[config.mk]
export PLATFORM = sky130hd
export DESIGN_NAME = wb_gpio
export DESIGN_NICKNAME = d
export VERILOG_FILES = /design/src/soc_pkg.sv /design/src/wb_gpio.sv
export SDC_FILE = /design/constraint.sdc
export NUM_CORES = 1
export LEC_CHECK = 0
export BUFFER_PORTS_ARGS = -buffer_cell sky130_fd_sc_hd__buf_2
export CORE_MARGIN = 4
export CORE_UTILIZATION = 33
export CTS_CLUSTER_DIAMETER = 30
export DETAILED_ROUTE_END_ITERATION = 10
export GPL_TIMING_DRIVEN = 0
export MAX_ROUTING_LAYER = met4
export PLACE_DENSITY = 0.91
export SYNTH_ARGS = -nofsm -noshare
export SYNTH_HDL_FRONTEND = slang
export SYNTH_SLANG_ARGS = --single-unit
[constraint.sdc]
create_clock -name clk -period 1.6 [get_ports clk]
set_input_delay 0 -clock clk [delete_from_list [all_inputs] [get_ports clk]]
set_output_delay 0 -clock clk [all_outputs]
set_load 0.02 [all_outputs]
[src/soc_pkg.sv]
// Shared address map, bus widths and external memory timing
// Latencies count clock cycles, so they must be retuned with the clock
// Block RAM and GPIO are decoded on the page field, memories on the region field
package soc_pkg;

	// Wishbone bus
	localparam int WB_AW   = 32;
	localparam int WB_DW   = 32;
	localparam int WB_SELW = 4;

	// Shared external memory pins
	localparam int MEM_AW = 26;
	localparam int MEM_DW = 16;

	// Address map
	localparam int REGION_W = 3;
	localparam int PAGE_W   = 15;
	localparam logic [REGION_W-1:0] REGION_SRAM  = 3'd4;
	localparam logic [REGION_W-1:0] REGION_FLASH = 3'd5;
	localparam logic [PAGE_W-1:0]   PAGE_BRAM    = 15'h0000;
	localparam logic [PAGE_W-1:0]   PAGE_GPIO    = 15'h7002;

	// Device address widths, PSRAM and flash in half-words
	localparam int SRAM_AW  = 23;
	localparam int FLASH_AW = 24;
	localparam int BRAM_AW  = 12;

	// Strobe hold time per half-word access
	localparam int SRAM_LATENCY  = 5;
	localparam int FLASH_LATENCY = 7;
	// Counter width, sized for the slower device
	localparam int LAT_W = $clog2(FLASH_LATENCY);

	// Same bus address, seen as region or as page
	typedef union packed {
		struct packed {
			logic [REGION_W-1:0]       region;
			logic [WB_AW-REGION_W-1:0] offset;
		} rgn;
		struct packed {
			logic [PAGE_W-1:0]       page;
			logic [WB_AW-PAGE_W-1:0] offset;
		} pg;
	} wb_addr_t;

	typedef enum logic [2:0] {
		SLV_NONE,
		SLV_SRAM,
		SLV_FLASH,
		SLV_BRAM,
		SLV_GPIO
	} slave_e;

endpackage

[src/wb_gpio.sv]
// LED and button port, one-cycle ack
// Offset 0: LEDs, written through byte lane 0
// Offset 4: buttons in bits 11..8, read only; other offsets read zero
module wb_gpio import soc_pkg::*; (
	input  logic                clk,
	input  logic                rst_i,
	input  wb_addr_t            adr_i,
	input  logic [WB_DW-1:0]    dat_i,
	input  logic [WB_SELW-1:0]  sel_i,
	input  logic                we_i,
	input  logic                stb_i,
	output logic [WB_DW-1:0]    dat_o,
	output logic                ack_o,
	input  logic [3:0]          btn_i,
	output logic [7:0]          led_o
);

	logic [WB_AW-PAGE_W-3:0] reg_idx;
	logic [3:0]              btn_q;

	// Word index inside the page
	assign reg_idx = adr_i.pg.offset[WB_AW-PAGE_W-1:2];

	always_ff @(posedge clk) begin
		if (rst_i) begin
			ack_o <= 1'b0;
			led_o <= '0;
		end else begin
			ack_o <= stb_i & ~ack_o;
			if (stb_i && we_i && !ack_o && sel_i[0] && reg_idx == '0)
				led_o <= dat_i[7:0];
		end
	end

	// Button sampling and read mux
	always_ff @(posedge clk) begin
		btn_q <= btn_i;
		if (reg_idx == '0)
			dat_o <= WB_DW'(led_o);
		else if (reg_idx == 1)
			dat_o <= WB_DW'({btn_q, 8'h00});
		else
			dat_o <= '0;
	end

endmodule

==> impl_metrics.env <==
export IMPL_status="finished clean"
export IMPL_io_buffers=52
export IMPL_slowest_stage="dfxtp_1"
export IMPL_synthCells=97
export IMPL_grtUsageTotal_pct=10.3
export IMPL_multiInputGateArea_sq_um=422
export IMPL_ir_drop_v=0.000224
export IMPL_cts_reportedPaths_clkPinSlew_ns=0.12
export IMPL_seq_area_sq_um=500
export IMPL_power_density_nw_per_um2=676
export IMPL_area_growth_pct=51.6
export IMPL_cp_cell_sequence="nor2b_1 -> and4_4 -> buf_12 -> mux2i_1"
export IMPL_layoutNonFillerInstCount=228
export IMPL_drc=0
export IMPL_drtAntennaViolNets=0
export IMPL_start_util_pct=34.1
export IMPL_yosysMostFrequentCell="dfxtp_1"
export IMPL_hold_viol_final=0
export IMPL_rsz0062_at_grt="no"
export IMPL_drv_slew=0
export IMPL_max_freq_ghz=0.908
export IMPL_synth_top_cells_by_count="dfxtp_1, buf_4, nand2b_1"
export IMPL_postCtsHoldBufs=12
export IMPL_crit_path_max_incr_delay_ns=0.33
export IMPL_antenna_found_initial=0
export IMPL_cts_buffer_depth=2
export IMPL_critPathLaunch="ack_o$_SDFF_PP0_"
export IMPL_synth_cell_type_count=16
export IMPL_async_flop_share_pct=0
export IMPL_dp_cells=212
export IMPL_clock_sinks=25
export IMPL_switching_share_pct=22.7
export IMPL_drtIter0Drc=31
export IMPL_finalCritPeriodShare_pct=68.8
export IMPL_finalCriticalPeriod_ns=1.10
export IMPL_clk_insertion_delay_late_ns=0.30
export IMPL_vias=815
export IMPL_synth_top_cell_by_area="dfxtp_1"
export IMPL_htreeDepth=1
export IMPL_cts_resized=0
export IMPL_startpoint_type="flop"
export IMPL_grt_pass1_vias=753
export IMPL_setup_violations=0
export IMPL_synth_top_flop_cell="dfxtp_1"
export IMPL_tns_ns=0
export IMPL_die_area_sq_um=4090
export IMPL_insertedDiodeCount=0
export IMPL_fillers=292
export IMPL_grt_max_degree=14
export IMPL_root_buffer="clkbuf_4"
export IMPL_crit_arrival_ns=1.34
export IMPL_power_frac_seq_pct=59.6
export IMPL_synth_edf_count=0
export IMPL_critPathKind="flop to flop"
export IMPL_num_rows=20
export IMPL_hold_path_class="input port to flop"
export IMPL_grt_overflow=0
export IMPL_p_switching_w=0.000240
export IMPL_cts_tree="done"
export IMPL_clkPwrFrac_pct=24.5
export IMPL_die_x_microns=63.9
export IMPL_internal_power_w=0.000818
export IMPL_place_gp_congestion=0.653
export IMPL_power_leakage_nw=0.794
export IMPL_routedWlPerCell_microns=8.75
export IMPL_fin_skew_ns=0.00377
export IMPL_syn_avg_cell_area_sq_um=10.6
export IMPL_post_cts_buffers=0
export IMPL_cts_made_buffers=3
export IMPL_fin_nets=261
export IMPL_dieHeight_microns=63.9
export IMPL_firstDrtPassIters=3
export IMPL_yosysTopAreaCellShare_pct=48.5
export IMPL_synth_warnings=0
export IMPL_wl_microns=2000
export IMPL_via_per_inst=3.57
export IMPL_ys_seq_area_share_pct=48.5
export IMPL_holdCritStartpoint="rst_i"
export IMPL_crit_required_ns=1.83
export IMPL_maxCapViolations=0
export IMPL_ys_ff_latch=25
export IMPL_crit_fanout=8
export IMPL_netlist_top_cells_area="dfxtp_1, buf_4, nand2b_1"
export IMPL_cp_end_kind="flop"
export IMPL_rr_startpoint="ack_o$_SDFF_PP0_"
export IMPL_postLayoutCoreUtil_pct=51.7
export IMPL_core_area_sq_um=3030
export IMPL_syn_area_sq_um=1030
export IMPL_grt_pass1_wl_microns=3190
export IMPL_drive_gt1_share_pct=44.0
export IMPL_combPwrFrac_pct=15.9
export IMPL_ios=117
-- layout make-up --
class	instances	area share, %
Buffer	23	11.6
Clock buffer	4	1.68
Multi-Input combinational cell	68	26.9
Sequential cell	25	32.0
Tap cell	44	3.52
Timing Repair Buffer	64	24.3
-- cell usage in the layout (no fill, tap or decap) --
master / Yosys / final
nand2_1: 1 / 1
conb_1: 1 / 20
dlygate4sd3_1: 0 / 12
and4_1: 1 / 1
buf_2: 0 / 52
nor2b_1: 2 / 2
buf_4: 21 / 21
nor4_2: 3 / 3
clkbuf_4: 0 / 3
dfxtp_1: 25 / 25
and2_1: 12 / 12
nor3_1: 1 / 1
mux2i_1: 8 / 8
nand2b_1: 16 / 16
nor2_1: 2 / 2
buf_12: 1 / 1
clkbuf_1: 1 / 2
nand3_1: 1 / 1
and4_4: 1 / 1
-- cells by family (layout without fill, tap and decap cells) --
family,count (synthesis),after routing,share of synthesized area [%]
and+or+nand+nor,40,40,25.8
DFF,25,25,48.5
buffers and inverters,23,91,17.6
muxes,8,8,7.76
other,1,20,0.363
-- power groups by stage --
| stage | clock network, W | logic (W) | registers (W) |
|---|---|---|---|
| after floorplan | 0 | 0.0000967 | 0.000646 |
| after global placement | 0 | 0.000143 | 0.000644 |
| after detailed placement | 0 | 0.000144 | 0.000644 |
| after CTS | 0.000271 | 0.000167 | 0.000630 |
| after global routing | 0.000313 | 0.000185 | 0.000632 |
| final | 0.000259 | 0.000168 | 0.000630 |
-- worst paths after layout --
| kind | to | slack [ns] | cells after the start |
|---|---|---|---|
| worst max-delay path | led_o[7]$_SDFFE_PP0P_ | 0.50 | 4 |
| worst min-delay path | led_o[5]$_SDFFE_PP0P_ | 0.04 | 3 |
| worst min register to register | dat_o[9]$_SDFF_PP0_ | 0.44 | 1 |
| worst max register to register | led_o[7]$_SDFFE_PP0P_ | 0.50 | 4 |
-- flip-flops by register name (all words and copies together), names as in the netlist --
signal and flops:
dat_o 12, led_o 8, ack_o 1, btn_q 4
-- metrics by stage --
step                instance area [sq um]  setup WS (ns)  hold slack [ns]  power (W)
floorplan                            1100          0.435           0.0277   0.000743
global placement                     1420          0.208            0.104   0.000787
detailed placement                   1420          0.202            0.104   0.000788
CTS                                  1570          0.487           0.0473    0.00107
global route                         1570          0.387           0.0494    0.00113
finish                               1570          0.499           0.0428    0.00106
-- routing by layer --
metal,wire (microns),vias to the layer above,track usage [%]
met4,21,0,4.85
met3,143,2,2.28
met1,785,338,11.9
li1,-,443,-
met5,0,-,-
met2,1050,32,17.0
-- worst max-delay path, delay by kind of cell (launching register included) --
| kind | cells | cell delay (ns) |
|---|---|---|
| multiplexers | 1 | 0.18 |
| AND/OR/NAND/NOR | 2 | 0.40 |
| flip-flops | 1 | 0.33 |
| buffers and inverters | 1 | 0.13 |
Note: power is estimated with default switching activity, not from simulation.
