--- config.mk ---
export PLATFORM = sky130hd
export DESIGN_NAME = norflash16
export DESIGN_NICKNAME = d
export VERILOG_FILES = /design/src/soc_pkg.sv /design/src/norflash16.sv
export SDC_FILE = /design/constraint.sdc
export NUM_CORES = 1
export LEC_CHECK = 0
export BUFFER_PORTS_ARGS = -buffer_cell sky130_fd_sc_hd__clkbuf_2
export CORE_ASPECT_RATIO = 1.25
export CORE_MARGIN = 4
export CORE_UTILIZATION = 45
export DETAILED_ROUTE_END_ITERATION = 8
export GPL_TIMING_DRIVEN = 0
export PLACE_DENSITY = 0.83
export SLEW_MARGIN = 20
export SYNTH_ARGS = -nofsm -noshare
export SYNTH_HDL_FRONTEND = slang
export SYNTH_SLANG_ARGS = --single-unit
--- constraint.sdc ---
create_clock -name clk -period 2.7 [get_ports clk]
set_input_delay 0.405 -clock clk [delete_from_list [all_inputs] [get_ports clk]]
set_output_delay 0.405 -clock clk [all_outputs]
set_load 0.01 [all_outputs]
--- src/soc_pkg.sv ---
// Shared address map, bus widths and external memory timing
// Latencies count clock cycles, so they must be retuned with the clock
// Block RAM and GPIO are decoded on the page field, memories on the region field
package soc_pkg;

	// Wishbone bus
	localparam int WB_AW   = 32;
	localparam int WB_DW   = 32;
	localparam int WB_SELW = 4;

	// Shared external memory pins
	localparam int MEM_AW = 26;
	localparam int MEM_DW = 16;

	// Address map
	localparam int REGION_W = 3;
	localparam int PAGE_W   = 15;
	localparam logic [REGION_W-1:0] REGION_SRAM  = 3'd4;
	localparam logic [REGION_W-1:0] REGION_FLASH = 3'd5;
	localparam logic [PAGE_W-1:0]   PAGE_BRAM    = 15'h0000;
	localparam logic [PAGE_W-1:0]   PAGE_GPIO    = 15'h7002;

	// Device address widths, PSRAM and flash in half-words
	localparam int SRAM_AW  = 23;
	localparam int FLASH_AW = 24;
	localparam int BRAM_AW  = 12;

	// Strobe hold time per half-word access
	localparam int SRAM_LATENCY  = 5;
	localparam int FLASH_LATENCY = 7;
	// Counter width, sized for the slower device
	localparam int LAT_W = $clog2(FLASH_LATENCY);

	// Same bus address, seen as region or as page
	typedef union packed {
		struct packed {
			logic [REGION_W-1:0]       region;
			logic [WB_AW-REGION_W-1:0] offset;
		} rgn;
		struct packed {
			logic [PAGE_W-1:0]       page;
			logic [WB_AW-PAGE_W-1:0] offset;
		} pg;
	} wb_addr_t;

	typedef enum logic [2:0] {
		SLV_NONE,
		SLV_SRAM,
		SLV_FLASH,
		SLV_BRAM,
		SLV_GPIO
	} slave_e;

endpackage

--- src/norflash16.sv ---
// Read-only Wishbone access to a 16-bit NOR flash
// High half-word first, from the even half-word address
// Writes are acknowledged after one cycle and never reach the pins
module norflash16 import soc_pkg::*; (
	input  logic                clk,
	input  logic                rst_i,
	input  wb_addr_t            adr_i,
	input  logic                we_i,
	input  logic                stb_i,
	output logic [WB_DW-1:0]    dat_o,
	output logic                ack_o,
	// Flash side
	output logic [FLASH_AW-1:0] flash_adr_o,
	input  logic [MEM_DW-1:0]   flash_dat_i,
	output logic                flash_ce_n_o,
	output logic                flash_oe_n_o
);

	logic             busy;
	logic             second;
	logic [LAT_W-1:0] cnt;

	// Two read windows, address steps between them
	always_ff @(posedge clk) begin
		if (rst_i) begin
			busy         <= 1'b0;
			second       <= 1'b0;
			cnt          <= '0;
			ack_o        <= 1'b0;
			flash_ce_n_o <= 1'b1;
			flash_oe_n_o <= 1'b1;
		end else begin
			ack_o <= 1'b0;
			if (!busy) begin
				if (stb_i && !ack_o) begin
					if (we_i) begin
						ack_o <= 1'b1;
					end else begin
						busy         <= 1'b1;
						second       <= 1'b0;
						cnt          <= LAT_W'(FLASH_LATENCY - 1);
						flash_ce_n_o <= 1'b0;
						flash_oe_n_o <= 1'b0;
					end
				end
			end else if (cnt != '0) begin
				cnt <= cnt - 1'b1;
			end else if (!second) begin
				second <= 1'b1;
				cnt    <= LAT_W'(FLASH_LATENCY - 1);
			end else begin
				busy         <= 1'b0;
				ack_o        <= 1'b1;
				flash_ce_n_o <= 1'b1;
				flash_oe_n_o <= 1'b1;
			end
		end
	end

	// Big-endian word assembly
	always_ff @(posedge clk) begin
		if (!busy) begin
			flash_adr_o <= {adr_i.rgn.offset[FLASH_AW:2], 1'b0};
		end else if (cnt == '0) begin
			if (!second) begin
				dat_o[WB_DW-1:MEM_DW] <= flash_dat_i;
				flash_adr_o[0]        <= 1'b1;
			end else begin
				dat_o[MEM_DW-1:0] <= flash_dat_i;
			end
		end
	end

endmodule

==> flow_metrics.env <==
export IMPL_setup_tns_ns=0
export IMPL_clk_root_buffer_cell="clkbuf_8"
export IMPL_die_w_um=68.2
export IMPL_io_buffers=101
export IMPL_drcViolationCount=0
export IMPL_clockBufferDepth=2
export IMPL_yosys_area_share_xor_xnor_pct=0
export IMPL_clk_insertion_delay_late_ns=0.32
export IMPL_numCtsBuffers=9
export IMPL_via_per_inst=4.58
export IMPL_reg2reg_slack_ns=0.77
export IMPL_drt_iter0_markers=82
export IMPL_fin_util_pct=63.2
export IMPL_grt_pass1_wl_mm=6.45
export IMPL_worstPathMaxFanout=16
export IMPL_yosys_warnings=0
export IMPL_hp_class="in2reg"
export IMPL_h_tree_depth=3
export IMPL_rsz0062_at_grt="no"
export IMPL_met2_length_mm=2.50
export IMPL_wirelength_mm=4.25
export IMPL_syn_area_per_cell_um2=20.8
export IMPL_area_growth_syn_to_layout_pct=36.4
export IMPL_peakVddDrop_mv=0.374
export IMPL_antenna_cells=0
export IMPL_core_area_mm2=0.00439
export IMPL_reg2reg_to="dat_o[31]$_DFFE_PP_"
export IMPL_crit_start="cnt[0]$_SDFFE_PP0P_"
export IMPL_max_cap_violations=0
export IMPL_netlist_instances=98
export IMPL_dr_pass1_iters=4
export IMPL_grt_usage_pct=16.2
export IMPL_wl_per_cell_um=15.6
export IMPL_drv_slew=0
export IMPL_syn_area_mm2=0.00204
export IMPL_met1_length_mm=1.45
export IMPL_gp_congestion=0.734
export IMPL_path_class="reg2reg"
export IMPL_met3_length_um=181
export IMPL_overflow=0
export IMPL_synth_simple_area_share_pct=4.42
export IMPL_maxUsedRoutingLayer="met4"
export IMPL_path_clk_slew_ns=0.06
export IMPL_clock_skew_ns=0.00453
export IMPL_cts_setup_buffers=0
export IMPL_vias=1250
export IMPL_final_nets=264
export IMPL_cp_endpoint="dat_o[31]$_DFFE_PP_"
export IMPL_start_util_pct=46.4
export IMPL_grt_max_degree=27
export IMPL_timing_rr_start="cnt[0]$_SDFFE_PP0P_"
export IMPL_p_leak_nw=1.19
export IMPL_grt_pass1_vias=1324
export IMPL_synth_distinct_cells=25
export IMPL_yosys_area_share_adder_pct=1.23
export IMPL_synth_area_mux_share_pct=0
export IMPL_hold_buffers=0
export IMPL_hpwl_mm=3.22
export IMPL_startpoint_type="flip-flop"
export IMPL_setup_ws_ns=0.769
export IMPL_rows=27
export IMPL_min_period_over_period_pct=71.5
export IMPL_synth_compound_area_share_pct=3.69
export IMPL_die_area_mm2=0.00567
export IMPL_setup_violations=0
export IMPL_io_pins=111
export IMPL_antenna_found_initial=0
export IMPL_relSlewSlack_pct=50.5
export IMPL_crit_path_end_kind="flip-flop"
export IMPL_reg2regPathDepth=4
export IMPL_cts_tree="done"
export IMPL_fmax_mhz=518
export IMPL_cts_resized=0
export IMPL_fin_crit_ns=1.93
export IMPL_synth_top_family_by_area="simple AND/OR/NAND/NOR gates"
export IMPL_post_place_cells=257
export IMPL_powerDensity_mw_per_mm2=711
export IMPL_required_ns=2.65
export IMPL_detail_route_antenna_nets=0
export IMPL_drive_above_1_share_pct=54.4
export IMPL_synth_seq_cells=63
export IMPL_whs_ns=0.255
export IMPL_ys_seq_area_share_pct=88.9
export IMPL_crit_arrival_ns=1.88
export IMPL_final_cells=273
export IMPL_synth_fp_nets=152
export IMPL_die_height_um=83.2
export IMPL_clock_sink_count=63
export IMPL_dp_slack_ns=0.767
export IMPL_hold_violations=0
export IMPL_outcome="finished clean"
export IMPL_tightestPinTransition_ns=0.742
stage by stage:
| step | cell area [um^2] | power (mW) |
|---|---|---|
| after floorplan | 2040 | 1.23 |
| after global placement | 2620 | 1.32 |
| after detailed placement | 2620 | 1.33 |
| after CTS | 2780 | 2.00 |
| after global routing | 2780 | 2.06 |
| final | 2780 | 1.98 |
cell type report:
cell class,instances,area [um^2]
multi-input combinational,27,190
fill,346,1610
inverter,6,22.5
clock buffer,14,153
tap,58,72.6
sequential,63,1810
buffer,2,12.5
clock inverter,2,10.0
timing repair buffer,101,505
cell usage in the layout (no fill, tap or decap), drive strengths merged, types with 2 or more instances in the layout:
cell type,count
a21oi,5
nor3,2
clkbuf,115
inv,6
ha,2
edfxtp,55
clkinv,2
nor2,3
buf,2
dfxtp,8
logic make-up after synthesis:
group	after synthesis
fa+ha+maj	2
flops	63
compound gates	11
simple gates	14
buf+inv	8
power by group:
group | internal [mW] | switching [mW]
sequential | 1.12 | 0.0188
combinational | 0.0710 | 0.0941
clock | 0.356 | 0.315
worst min-delay path by stage:
stage | slack [ns] | start | cells past startpoint | to
after floorplan | 0.47 | cnt[0]$_SDFFE_PP0P_ | 2 | cnt[0]$_SDFFE_PP0P_
after CTS | 0.24 | adr_i[23] | 1 | flash_adr_o[22]$_DFFE_PN_
after global routing | 0.24 | adr_i[4] | 1 | flash_adr_o[3]$_DFFE_PN_
after global placement | 0.46 | flash_adr_o[0]$_SDFFE_PN0P_ | 2 | flash_adr_o[0]$_SDFFE_PN0P_
final | 0.25 | adr_i[23] | 1 | flash_adr_o[22]$_DFFE_PN_
after detailed placement | 0.47 | flash_adr_o[0]$_SDFFE_PN0P_ | 2 | flash_adr_o[0]$_SDFFE_PN0P_
flip-flops by register name, summed over array words and instances (netlist names):
register / cells
ack_o: 1
flash_oe_n_o: 1
second: 1
cnt: 3
dat_o: 32
flash_adr_o: 24
busy: 1
cells in the mapped netlist:
library cell / count / area (um^2)
edfxtp_1: 55 / 1650
dfxtp_1: 8 / 160
a21oi_1: 5 / 25.0
inv_1: 5 / 18.8
nor2_1: 3 / 11.3
ha_1: 2 / 25.0
nor3_1: 2 / 10.0
a211oi_1: 1 / 7.51
a21o_1: 1 / 7.51
a221o_1: 1 / 10.0
a221oi_1: 1 / 8.76
a311oi_1: 1 / 8.76
and3_1: 1 / 6.26
and3b_1: 1 / 8.76
buf_2: 1 / 5.00
buf_4: 1 / 7.51
inv_2: 1 / 3.75
nand2_1: 1 / 3.75
nand3_1: 1 / 5.00
nand3b_1: 1 / 7.51
nor2b_1: 1 / 6.26
nor4b_2: 1 / 15.0
o211ai_1: 1 / 7.51
or3_1: 1 / 6.26
or4b_1: 1 / 10.0
per-layer routing:
| layer | track usage (%) | up-vias |
|---|---|---|
| li1 | - | 606 |
| met1 | 15.8 | 594 |
| met2 | 28.5 | 38 |
| met3 | 4.47 | 12 |
| met4 | 10.3 | 0 |
| met5 | 0 | - |
critical path, cell delays in order, from the launching register on:
cell	delay, ns
dfxtp_1	0.32
inv_1	0.08
ha_1	0.22
nor2b_1	0.26
and3_1	0.68
Power figures use the tool's default switching activity.
