File: config.mk
export PLATFORM = sky130hd
export DESIGN_NAME = wb_sram16
export DESIGN_NICKNAME = d
export VERILOG_FILES = /design/src/soc_pkg.sv /design/src/wb_sram16.sv
export SDC_FILE = /design/constraint.sdc
export NUM_CORES = 1
export LEC_CHECK = 0
export ABC_AREA = 1
export BUFFER_PORTS_ARGS = -buffer_cell sky130_fd_sc_hd__buf_4
export CORE_UTILIZATION = 35
export DETAILED_ROUTE_END_ITERATION = 6
export GPL_ROUTABILITY_DRIVEN = 0
export GPL_TIMING_DRIVEN = 0
export HOLD_SLACK_MARGIN = 0.05
export PLACE_DENSITY = 0.65
export SLEW_MARGIN = 20
export SYNTH_ARGS = -nofsm -noshare
export SYNTH_HDL_FRONTEND = slang
export SYNTH_SLANG_ARGS = --single-unit
export TNS_END_PERCENT = 10
File: constraint.sdc
create_clock -name clk -period 5.2 [get_ports clk]
set_input_delay 0.52 -clock clk [delete_from_list [all_inputs] [get_ports clk]]
set_output_delay 0.52 -clock clk [all_outputs]
set_load 0.02 [all_outputs]
File: src/soc_pkg.sv
// Shared address map, bus widths and external memory timing
// Latencies count clock cycles, so they must be retuned with the clock
// Block RAM and GPIO are decoded on the page field, memories on the region field
package soc_pkg;

	// Wishbone bus
	localparam int WB_AW   = 32;
	localparam int WB_DW   = 32;
	localparam int WB_SELW = 4;

	// Shared external memory pins
	localparam int MEM_AW = 26;
	localparam int MEM_DW = 16;

	// Address map
	localparam int REGION_W = 3;
	localparam int PAGE_W   = 15;
	localparam logic [REGION_W-1:0] REGION_SRAM  = 3'd4;
	localparam logic [REGION_W-1:0] REGION_FLASH = 3'd5;
	localparam logic [PAGE_W-1:0]   PAGE_BRAM    = 15'h0000;
	localparam logic [PAGE_W-1:0]   PAGE_GPIO    = 15'h7002;

	// Device address widths, PSRAM and flash in half-words
	localparam int SRAM_AW  = 23;
	localparam int FLASH_AW = 24;
	localparam int BRAM_AW  = 12;

	// Strobe hold time per half-word access
	localparam int SRAM_LATENCY  = 5;
	localparam int FLASH_LATENCY = 7;
	// Counter width, sized for the slower device
	localparam int LAT_W = $clog2(FLASH_LATENCY);

	// Same bus address, seen as region or as page
	typedef union packed {
		struct packed {
			logic [REGION_W-1:0]       region;
			logic [WB_AW-REGION_W-1:0] offset;
		} rgn;
		struct packed {
			logic [PAGE_W-1:0]       page;
			logic [WB_AW-PAGE_W-1:0] offset;
		} pg;
	} wb_addr_t;

	typedef enum logic [2:0] {
		SLV_NONE,
		SLV_SRAM,
		SLV_FLASH,
		SLV_BRAM,
		SLV_GPIO
	} slave_e;

endpackage

File: src/wb_sram16.sv
// Wishbone word access on a 16-bit asynchronous PSRAM
// Lower half-word first; a write half with no byte select is skipped
// Each half gets one setup cycle before SRAM_LATENCY cycles of strobes
// Reads fetch both halves with both byte lanes enabled
module wb_sram16 import soc_pkg::*; (
	input  logic                clk,
	input  logic                rst_i,
	input  wb_addr_t            adr_i,
	input  logic [WB_DW-1:0]    dat_i,
	input  logic [WB_SELW-1:0]  sel_i,
	input  logic                we_i,
	input  logic                stb_i,
	output logic [WB_DW-1:0]    dat_o,
	output logic                ack_o,
	// PSRAM side
	output logic [SRAM_AW-1:0]  sram_adr_o,
	output logic [MEM_DW-1:0]   sram_dat_o,
	input  logic [MEM_DW-1:0]   sram_dat_i,
	output logic [MEM_DW/8-1:0] sram_be_n_o,
	output logic                sram_ce_n_o,
	output logic                sram_oe_n_o,
	output logic                sram_we_n_o
);

	logic                busy;
	logic                gap;
	logic                upper;
	logic [LAT_W-1:0]    cnt;
	logic                lo_en, hi_en;
	logic                load_hi;
	logic [MEM_DW/8-1:0] half_sel;

	// Halves taking part in this access
	assign lo_en = ~we_i | (|sel_i[1:0]);
	assign hi_en = ~we_i | (|sel_i[3:2]);

	// Upper half loaded at start if the lower is skipped, else after the lower window
	assign load_hi  = busy | ~lo_en;
	assign half_sel = load_hi ? sel_i[3:2] : sel_i[1:0];

	//--------------------------------------------------------------------------
	// Sequencer
	//--------------------------------------------------------------------------
	always_ff @(posedge clk) begin
		if (rst_i) begin
			busy        <= 1'b0;
			gap         <= 1'b0;
			upper       <= 1'b0;
			cnt         <= '0;
			ack_o       <= 1'b0;
			sram_ce_n_o <= 1'b1;
			sram_oe_n_o <= 1'b1;
			sram_we_n_o <= 1'b1;
		end else begin
			ack_o <= 1'b0;
			if (!busy) begin
				if (stb_i && !ack_o) begin
					if (!lo_en && !hi_en) begin
						// Write with no lanes needs no access
						ack_o <= 1'b1;
					end else begin
						busy        <= 1'b1;
						gap         <= 1'b1;
						upper       <= ~lo_en;
						sram_ce_n_o <= 1'b0;
						sram_oe_n_o <= we_i;
					end
				end
			end else if (gap) begin
				// Strobe window opens after the setup cycle
				gap         <= 1'b0;
				cnt         <= LAT_W'(SRAM_LATENCY - 1);
				sram_we_n_o <= ~we_i;
			end else if (cnt != '0) begin
				cnt <= cnt - 1'b1;
			end else begin
				sram_we_n_o <= 1'b1;
				if (!upper && hi_en) begin
					upper <= 1'b1;
					gap   <= 1'b1;
				end else begin
					// Last half done
					busy        <= 1'b0;
					ack_o       <= 1'b1;
					sram_ce_n_o <= 1'b1;
					sram_oe_n_o <= 1'b1;
				end
			end
		end
	end

	//--------------------------------------------------------------------------
	// Address, write data and read assembly
	//--------------------------------------------------------------------------
	always_ff @(posedge clk) begin
		// Upper half set up as soon as the lower window closes
		if (!busy || (!gap && cnt == '0 && !upper)) begin
			// Half-word address is word offset times two plus half
			sram_adr_o  <= {adr_i.rgn.offset[SRAM_AW:2], load_hi};
			sram_dat_o  <= load_hi ? dat_i[WB_DW-1:MEM_DW] : dat_i[MEM_DW-1:0];
			sram_be_n_o <= we_i ? ~half_sel : '0;
		end
		if (busy && !gap && cnt == '0) begin
			// End of a strobe window
			if (upper)
				dat_o[WB_DW-1:MEM_DW] <= sram_dat_i;
			else
				dat_o[MEM_DW-1:0] <= sram_dat_i;
		end
	end

endmodule
==> impl_metrics.toml, run 1 <==
[sta]
setup_tns_ns = 0
worst_slew_pin_slew_ns = 0.873
period_share_pct = 39.6
layout_setup_ws_ns = 3.14
min_period_ns = 2.06
hold_viol_final = 0
drv_slew = 0
clock_skew_ns = 0.00745
max_freq_ghz = 0.485
grt_setup_unrepaired = "no"
relSlewSlack_pct = 41.8
setup_viol = 0

[placed_design]
place_ws_ns = 3.12
post-place-cells = 438
placed_cell_area_um2 = 4370
port_buffers = 154
dp_hpwl_um = 4890

[worst_setup_path]
start_kind = "flip-flop"
reg2reg_to = "dat_o[16]"
critical_path.most_common_cell = "inv_1"
crit_type = "flip-flop to flip-flop"
r2r-start = "cnt[0]"
crit_start = "cnt[0]"
cp-end-kind = "flip-flop"
r2r_slack_ns = 3.14
critPathRequiredTime_ns = 5.18
reg2reg_depth = 8
cp_slowest_cell = "nor2_2"
cp_slowest_stage_delay_ns = 0.68
arrival_ns = 2.04
path_cells = "inv_1, ha_1, inv_1, nor2_1, nand2_1, inv_1, nand2_1, nor2_2"
crit_family = "simple AND/OR/NAND/NOR gates"
crit_fanout = 16
cp_num_buf_inv = 3

[synth]
synthArstFlopShare_pct = 0
synth.most_common_cell = "edfxtp_1"
synth_seq_area_share_pct = 79.3
yosys-top-cells-area = "edfxtp_1 73%, dfxtp_1 6.6%, mux2_4 3.5%"
ys_dominant_reg_cell = "edfxtp_1"
ys_types = 24
ys_ff_latch = 83
synth_area_um2 = 3020
avgSynthCellArea_um2 = 17.1
ys_warn_count = 0
synth_area_leader_cell = "edfxtp_1"
synthCells = 176
synth.top_cell.area_share_pct = 72.7
synthTopCellsByCount = "73 x edfxtp_1, 20 x nand2_1, 12 x inv_1"
synth_edf_count = 73
syn_nets = 266

[route]
dr.first_iter.drc_count = 30
ant_nets = 0
dr.pass1.iters = 4
wire_per_inst_um = 14.2
drc = 0
vias_per_cell = 4.41
vias = 2003
routed_wl_um = 6470

[global_routing]
grt_overflow = 0
met3_usage_pct = 4.43
grt_util_met1_pct = 17.0
grt_pass1_wl_um = 9590
grt_pass1_vias = 1874
antenna_found_initial = 0
grt_max_degree = 18
busiest_layer = "met2"
grtUsageMet2_pct = 24.8
grt_use_total_pct = 14.7

[floorplanning]
ioPinCount = 165
start_util_pct = 36.3
rows = 33
chipWidth_um = 94.8
die_h_um = 94.8
floorplan.die_area_um2 = 8990
core_area_um2 = 8300

[final_layout]
antenna_cells = 0
stdcell_count = 454
fin_nets = 434
fin_area_um2 = 4570
area_delta_synth_final_pct = 51.6
nFillCells = 694
final-seq-area_um2 = 2390
drive_gt1_share_pct = 56.4
multi_input_area_um2 = 548

[cts]
cts_tree = "done"
cts_resized = 0
cts_setup_buffers = 0
cts_buffers = 9
clock_latency_ns = 0.35
cts_sinks = 83
clkSlewWorstSetupHoldPaths_ns = 0.09
postCtsHoldBufs = 0
cts_max_level = 3
cts_root_buffer = "clkbuf_8"
cts_buffer_depth = 2

[pwr]
leakage_nw = 1.98
total_power_w = 0.00164
ir_worst_vdd_v = 0.000138
power-per-cell-area_nw_per_um2 = 360

[min_path]
hold_path_depth = 1
min_to = "sram_adr_o[12]"
min_path_type = "input port to flip-flop"
min_from = "adr_i[13]"

[run_status]
status = "finished, final reports clean"

[run]
maxCapViolations = 0
-- where the power goes --
part           leakage, nW  internal, W  switching [W]
sequential           0.800     0.000808      0.0000203
clock               0.0910     0.000227       0.000243
combinational         1.09     0.000160       0.000186
-- area by class of cell --
| class | count | share of cell area, % |
|---|---|---|
| multi-input combinational | 78 | 12.0 |
| clock inverter | 6 | 1.59 |
| tap | 105 | 2.87 |
| sequential | 83 | 52.3 |
| buffer | 2 | 0.684 |
| timing repair buffer | 157 | 26.4 |
| inverter | 13 | 1.34 |
| clock buffer | 10 | 2.79 |
-- state kept, by name, indices dropped and copies added, names as in the netlist --
name and cells:
sram_oe_n_o 1, ack_o 1, gap 1, cnt 3, sram_we_n_o 1, upper 1
sram_be_n_o 2, sram_dat_o 16, sram_adr_o 23, sram_ce_n_o 1, dat_o 32, busy 1
-- cell usage in the layout, fill, tap and decap left out, drive strengths merged --
cell type / Yosys / final
a21boi: 2 / 2
a21oi: 7 / 7
a31oi: 1 / 1
buf: 2 / 159
bufinv: 0 / 1
clkbuf: 0 / 10
clkinv: 1 / 1
clkinvlp: 0 / 3
dfxtp: 10 / 10
edfxtp: 73 / 73
ha: 2 / 2
inv: 12 / 14
mux2: 16 / 16
nand2: 22 / 22
nand3: 8 / 8
nand4: 2 / 2
nor2: 12 / 12
nor3: 1 / 1
o211ai: 1 / 1
o21a: 1 / 1
o21ai: 2 / 2
o21bai: 1 / 1
-- metal layers --
layer	vias up	routed length, um
li1	980	-
met1	928	2610
met3	10	427
met4	0	114
met5	-	0
met2	85	3310
-- through the flow --
| step | utilization [%] | hold slack (ns) |
|---|---|---|
| after global placement | 51.9 | 0.448 |
| after detailed placement | 52.7 | 0.459 |
| after global routing | 55.1 | 0.303 |
| after CTS | 55.1 | 0.312 |
| final | 55.1 | 0.338 |
| after floorplan | - | 0.456 |
-- how the worst max path moves through the flow --
stage | cells after the start | slack, ns | end
CTS | 8 | 3.11 | dat_o[16]
global placement | 6 | -0.18 | sram_adr_o[17]
global route | 8 | 2.99 | dat_o[16]
detailed placement | 8 | 3.12 | dat_o[28]
finish | 8 | 3.14 | dat_o[16]
floorplan | 6 | 1.08 | sram_adr_o[0]
-- cell families (layout without fill, tap and decap cells) --
kind of cell / Yosys count / after routing / share of synthesized area, %
buffers and inverters: 15 / 188 / 3.07
multiplexers: 16 / 16 / 6.84
adder cells (fa/ha/maj): 2 / 2 / 0.829
flip-flops: 83 / 83 / 79.3
AO/OA/AOI/OAI: 15 / 15 / 2.94
AND/OR/NAND/NOR: 45 / 45 / 7.01
Power figures use the tool's default switching activity.
==> run 2, diff against run 1 <==
Settings changed: ABC_AREA 1 to 0.
Clock period 5.2 ns to 1.9 ns, I/O delays scaled along.
==> run 2 against run 1 <==
Fmax increased by 20%. Final cell count increased by 6.2%. Via count rose by 9.1%. Utilization is 5.6 points higher. Die area rose by 0.16%. Sequential cell count is the same. Clock power grew to 3.2 times the previous value. First-iteration DRC count is 110% higher. Synthesized cell count is 5.7% lower. Power rose to 3.2 times the previous value.
==> impl_metrics.toml, run 2 <==
[run_status]
status = "finished, final reports clean"

[synth]
synth.top_cell.area_share_pct = 72.5
synth.most_common_cell = "edfxtp_1"
ys_types = 29
synthArstFlopShare_pct = 0
synth_seq_area_share_pct = 79.2
synthTopCellsByCount = "73 x edfxtp_1, 11 x nand2_1, 10 x dfxtp_1"
ys_dominant_reg_cell = "edfxtp_1"
synth_area_leader_cell = "edfxtp_1"
yosys-top-cells-area = "edfxtp_1 73%, dfxtp_1 6.6%, mux2_4 4.5%"
avgSynthCellArea_um2 = 18.2
ys_warn_count = 0
synth_area_um2 = 3020
synthCells = 166
ys_ff_latch = 83
syn_nets = 256
synth_edf_count = 73

[floorplanning]
ioPinCount = 165
rows = 33
core_area_um2 = 8300
chipWidth_um = 94.9
floorplan.die_area_um2 = 9010
start_util_pct = 36.4
die_h_um = 94.9

[cts]
cts_max_level = 3
cts_buffers = 9
clkSlewWorstSetupHoldPaths_ns = 0.09
cts_root_buffer = "clkbuf_8"
clock_latency_ns = 0.34
cts_tree = "done"
cts_sinks = 83
cts_buffer_depth = 2

[sta]
max_freq_ghz = 0.582
period_share_pct = 90.5
min_period_ns = 1.72
layout_setup_ws_ns = 0.181
relSlewSlack_pct = 71.9
clock_skew_ns = 0.00698
worst_slew_pin_slew_ns = 0.420
grt_setup_unrepaired = "no"
hold_viol_final = 0
holdWs_ns = 0.106
drv_slew = 0
setup_viol = 0

[final_layout]
area_delta_synth_final_pct = 66.7
reg.largest.list = "dat_o: 32 flops, sram_adr_o: 23 flops, sram_dat_o: 16 flops"
layout.cells.most_common_list = "154 x buf_4, 73 x edfxtp_1, 38 x dlygate4sd3_1, 11 x nand2_1"
layout_commonest_cell = "buf_4"
antenna_cells = 0
regMostFlops = "dat_o"
fin_nets = 463
nFillCells = 642
drive_gt1_share_pct = 54.1
stdcell_count = 482
final_util_pct = 60.7
largest_reg_flops = 32

[route]
wire_per_inst_um = 15.0
routed_wl_um = 7220
ant_nets = 0
drc = 0
vias_per_cell = 4.54
dr.first_iter.drc_count = 63
dr.pass1.iters = 4
vias = 2186

[placed_design]
dp_hpwl_um = 5280
place_ws_ns = -0.300
port_buffers = 153
post-place-cells = 427

[worst_setup_path]
cp-end-kind = "flip-flop"
cp_slowest_cell = "dfxtp_2"
cp_num_buf_inv = 2
crit_start = "cnt[0]"
critPathCapture = "dat_o[30]"
crit_family = "simple AND/OR/NAND/NOR gates"
cp_slowest_stage_delay_ns = 0.34
r2r_slack_ns = 0.18
path_cells = "inv_2, ha_4, nor2b_2, nand3b_1, nor2_2, buf_8"
reg2reg_to = "dat_o[30]"
r2r-start = "cnt[0]"
start_kind = "flip-flop"
reg2reg_depth = 6
arrival_ns = 1.77
crit_type = "flip-flop to flip-flop"
critPathRequiredTime_ns = 1.95
crit_cells = 6
crit_fanout = 14

[global_routing]
grt_overflow = 0
grt_max_degree = 17
grt_pass1_wl_um = 10500
antenna_found_initial = 0
grt_use_total_pct = 15.9
grt_pass1_vias = 2097

[pwr]
ir_worst_vdd_v = 0.000529
power-per-cell-area_nw_per_um2 = 1060
leakage_nw = 2.12

[run]
maxCapViolations = 0

[min_path]
min_path_type = "input port to flip-flop"
-- run 2: logic make-up (layout without fill, tap and decap cells) --
group	after synthesis	count (layout)	synth area share [%]
AOI/OAI and AO/OA	19	19	3.77
and+or+nand+nor	36	36	6.92
buffers and inverters	9	220	1.90
adders and majority gates	2	2	0.828
DFF	83	83	79.2
muxes	17	17	7.41
-- run 2: area by class of cell --
class / count / area [um^2] / share of cell area [%]
plain buffers: 5 / 43.8 / 0.869
clock buffers: 9 / 124 / 2.46
clock inverters: 6 / 113 / 2.24
inverters: 4 / 15.0 / 0.298
multi-input cells: 74 / 618 / 12.3
flip-flops and latches: 83 / 2390 / 47.5
well taps: 105 / 131 / 2.61
repair buffers: 196 / 1600 / 31.7
-- run 2: through the flow --
step	area [um^2]	total power, W	setup TNS (ns)
4_1_cts	5030	0.00537	0
2_1_floorplan	3060	0.00317	-13.23
6_report	5040	0.00532	0
3_5_place_dp	4380	0.00377	-7.09
5_1_grt	5040	0.00556	0
3_3_place_gp	4340	0.00372	-51.45
-- run 2: worst min path at each step --
stage                                end  slack [ns]     startpoint  cells past startpoint
after floorplan                 dat_o[0]        0.29  sram_dat_i[0]                      0
after global placement    sram_adr_o[12]        0.37      adr_i[13]                      1
after global routing         sram_oe_n_o        0.10           we_i                      3
final                        sram_oe_n_o        0.11           we_i                      3
after CTS                    sram_oe_n_o        0.09           we_i                      3
after detailed placement  sram_adr_o[12]        0.37      adr_i[13]                      1
-- run 2: timing repair --
action,4_1_cts,5_1_grt
endpoints found under the setup margin,32,14
hold buffers,38,0
pin swaps,2,0
resized for setup,2,1
hold endpoints to repair,54,0
setup buffers,2,0
-- run 2: routing by layer --
| layer | track usage [%] | share of wire (%) | up-vias |
|---|---|---|---|
| li1 | - | - | 1039 |
| met1 | 18.4 | 38 | 1050 |
| met2 | 28.5 | 56 | 89 |
| met3 | 3.46 | 5.5 | 8 |
| met4 | 6.06 | 1.1 | 0 |
| met5 | 0 | 0 | - |
-- run 2: worst register-to-register path, cell delays in order, from the launching register on --
cell,delay (ns)
dfxtp_2,0.34
inv_2,0.08
ha_4,0.16
nor2b_2,0.23
nand3b_1,0.18
nor2_2,0.25
buf_8,0.20
-- run 2: power breakdown --
part | leakage (nW) | switching (W) | internal, W
combinational | 1.20 | 0.000731 | 0.000675
sequential | 0.803 | 0.0000991 | 0.00232
clock | 0.120 | 0.000623 | 0.000873
total | 2.12 | 0.00145 | 0.00386
==> run 3, diff against run 2 <==
Settings changed: BUFFER_PORTS_ARGS -buffer_cell sky130_fd_sc_hd__buf_4 to default, DONT_BUFFER_PORTS from default to 1, PLACE_DENSITY 0.65 to default.
==> run 3 against run 2 <==
Final cell count shrank 26%. Fmax shrank 5.3%. Final area shrank 18%. Sequential share of layout area grew 10 points. Clock-buffer cell count grew 1. Wire length shrank 15%. Global-route usage shrank 3.1 points.
==> impl_metrics.toml, run 3 (synthesized netlist as in run 2, its figures left out) <==
[sta]
period_share_pct = 95.6
setup_tns_ns = 0
max_freq_ghz = 0.550
clock_skew_ns = 0.0126
worst_slew_pin_slew_ns = 0.459
grt_setup_unrepaired = "no"
min_period_ns = 1.82
holdWs_ns = 0.0700
drv_slew = 0
hold_viol_final = 0
setup_viol = 0
relSlewSlack_pct = 69.4

[pwr]
power-per-cell-area_nw_per_um2 = 1140
p_sw_share_pct = 29.5
leakage_nw = 1.48
power_frac_seq_pct = 58.7
internal_power_w = 0.00332
total_power_w = 0.00471
p_switching_w = 0.00139
power_frac_clock_pct = 26.7
ir_worst_vdd_v = 0.000440
p_comb_share_pct = 14.6

[final_layout]
area_delta_synth_final_pct = 36.9
reg.largest.list = "dat_o: 32 flops, sram_adr_o: 23 flops, sram_dat_o: 16 flops"
largest_reg_flops = 32
final_util_pct = 49.8
layout.cells.most_common_list = "73 x edfxtp_1, 65 x dlygate4sd3_1, 11 x nand2_1, 9 x mux2_4, 9 x clkbuf_8"
fin_area_um2 = 4140
fin_nets = 337
drive_gt1_share_pct = 19.8
layout_commonest_cell = "edfxtp_1"
regMostFlops = "dat_o"

[cts]
cts_buffers = 9
cts_tree = "done"
clkSlewWorstSetupHoldPaths_ns = 0.09
cts_buffer_depth = 2
cts_root_buffer = "clkbuf_8"
cts_max_level = 3
cts_sinks = 83
clock_latency_ns = 0.34

[worst_setup_path]
crit_fanout = 8
start_kind = "flip-flop"
cp-end-kind = "flip-flop"
arrival_ns = 1.91
critPathRequiredTime_ns = 2.00
reg2reg_depth = 4
crit_type = "flip-flop to flip-flop"

[global_routing]
grt_pass1_vias = 1564
grt_pass1_wl_um = 8330
grt_use_total_pct = 12.8
grt_overflow = 0
antenna_found_initial = 1
grt_max_degree = 18

[route]
vias_per_cell = 4.69
ant_nets = 0
wire_per_inst_um = 17.1
dr.first_iter.drc_count = 58
vias = 1680
routed_wl_um = 6130
dr.pass1.iters = 4
drc = 0

[floorplanning]
chipWidth_um = 94.9
rows = 33
start_util_pct = 36.4
core_area_um2 = 8300
die_h_um = 94.9
ioPinCount = 165
floorplan.die_area_um2 = 9010

[placed_design]
dp_hpwl_um = 4130
port_buffers = 0
placed_cell_area_um2 = 3230

[run_status]
status = "finished, final reports clean"

[run]
maxCapViolations = 0

[min_path]
hold_path_depth = 1
min_path_type = "input port to flip-flop"
[run 3: repair_timing]
| action | CTS | global route |
|---|---|---|
| gates resized for setup | 3 | 0 |
| endpoints found under the setup margin | 32 | 16 |
| pin swaps | 1 | 1 |
| gates cloned | 0 | 0 |
| setup buffers | 1 | 1 |
| hold endpoints to repair | 67 | 2 |
| hold buffers | 61 | 4 |
[run 3: cell type report]
cell class / count / area (um^2)
diodes: 1 / 2.50
flip-flops and latches: 83 / 2390
inverters: 4 / 15.0
clock buffers: 10 / 128
repair buffers: 70 / 728
plain buffers: 5 / 43.8
multi-input cells: 74 / 621
fillers: 688 / 4160
clock inverters: 6 / 72.6
well taps: 105 / 131
[run 3: worst paths after layout]
path,start,to,slack (ns)
setup / recovery,busy,sram_dat_o[12],0.08
hold / removal,dat_i[29],sram_dat_o[13],0.07
setup reg to reg,busy,sram_dat_o[12],0.08
hold reg to reg,cnt[0],cnt[0],0.49
[run 3: routing by layer]
layer / global-route usage, % / routed length, um
met1: 14.9 / 2370
met2: 21.0 / 3190
met3: 4.03 / 459
met4: 6.94 / 119
met5: 0 / 0
[run 3: worst max-delay path, cell delays in order, from the launching register on]
cell	delay (ns)
dfxtp_1	0.40
nor2b_4	0.14
buf_6	0.14
mux2_2	0.34
dlygate4sd3_1	0.56
[run 3: power groups by stage]
| stage | combinational (W) | clock [W] | sequential, W |
|---|---|---|---|
| 3_5_place_dp | 0.000537 | 0 | 0.00281 |
| 2_1_floorplan | 0.000413 | 0 | 0.00276 |
| 6_report | 0.000688 | 0.00126 | 0.00276 |
| 3_3_place_gp | 0.000491 | 0 | 0.00281 |
| 5_1_grt | 0.000753 | 0.00137 | 0.00279 |
| 4_1_cts | 0.000665 | 0.00130 | 0.00277 |
[run 3: stage by stage]
step	instances	worst slack [ns]
4_1_cts	352	-0.000123
5_1_grt	358	0.0278
3_5_place_dp	274	-0.299
6_report	358	0.0835
3_3_place_gp	271	-0.706
2_1_floorplan	166	-0.261
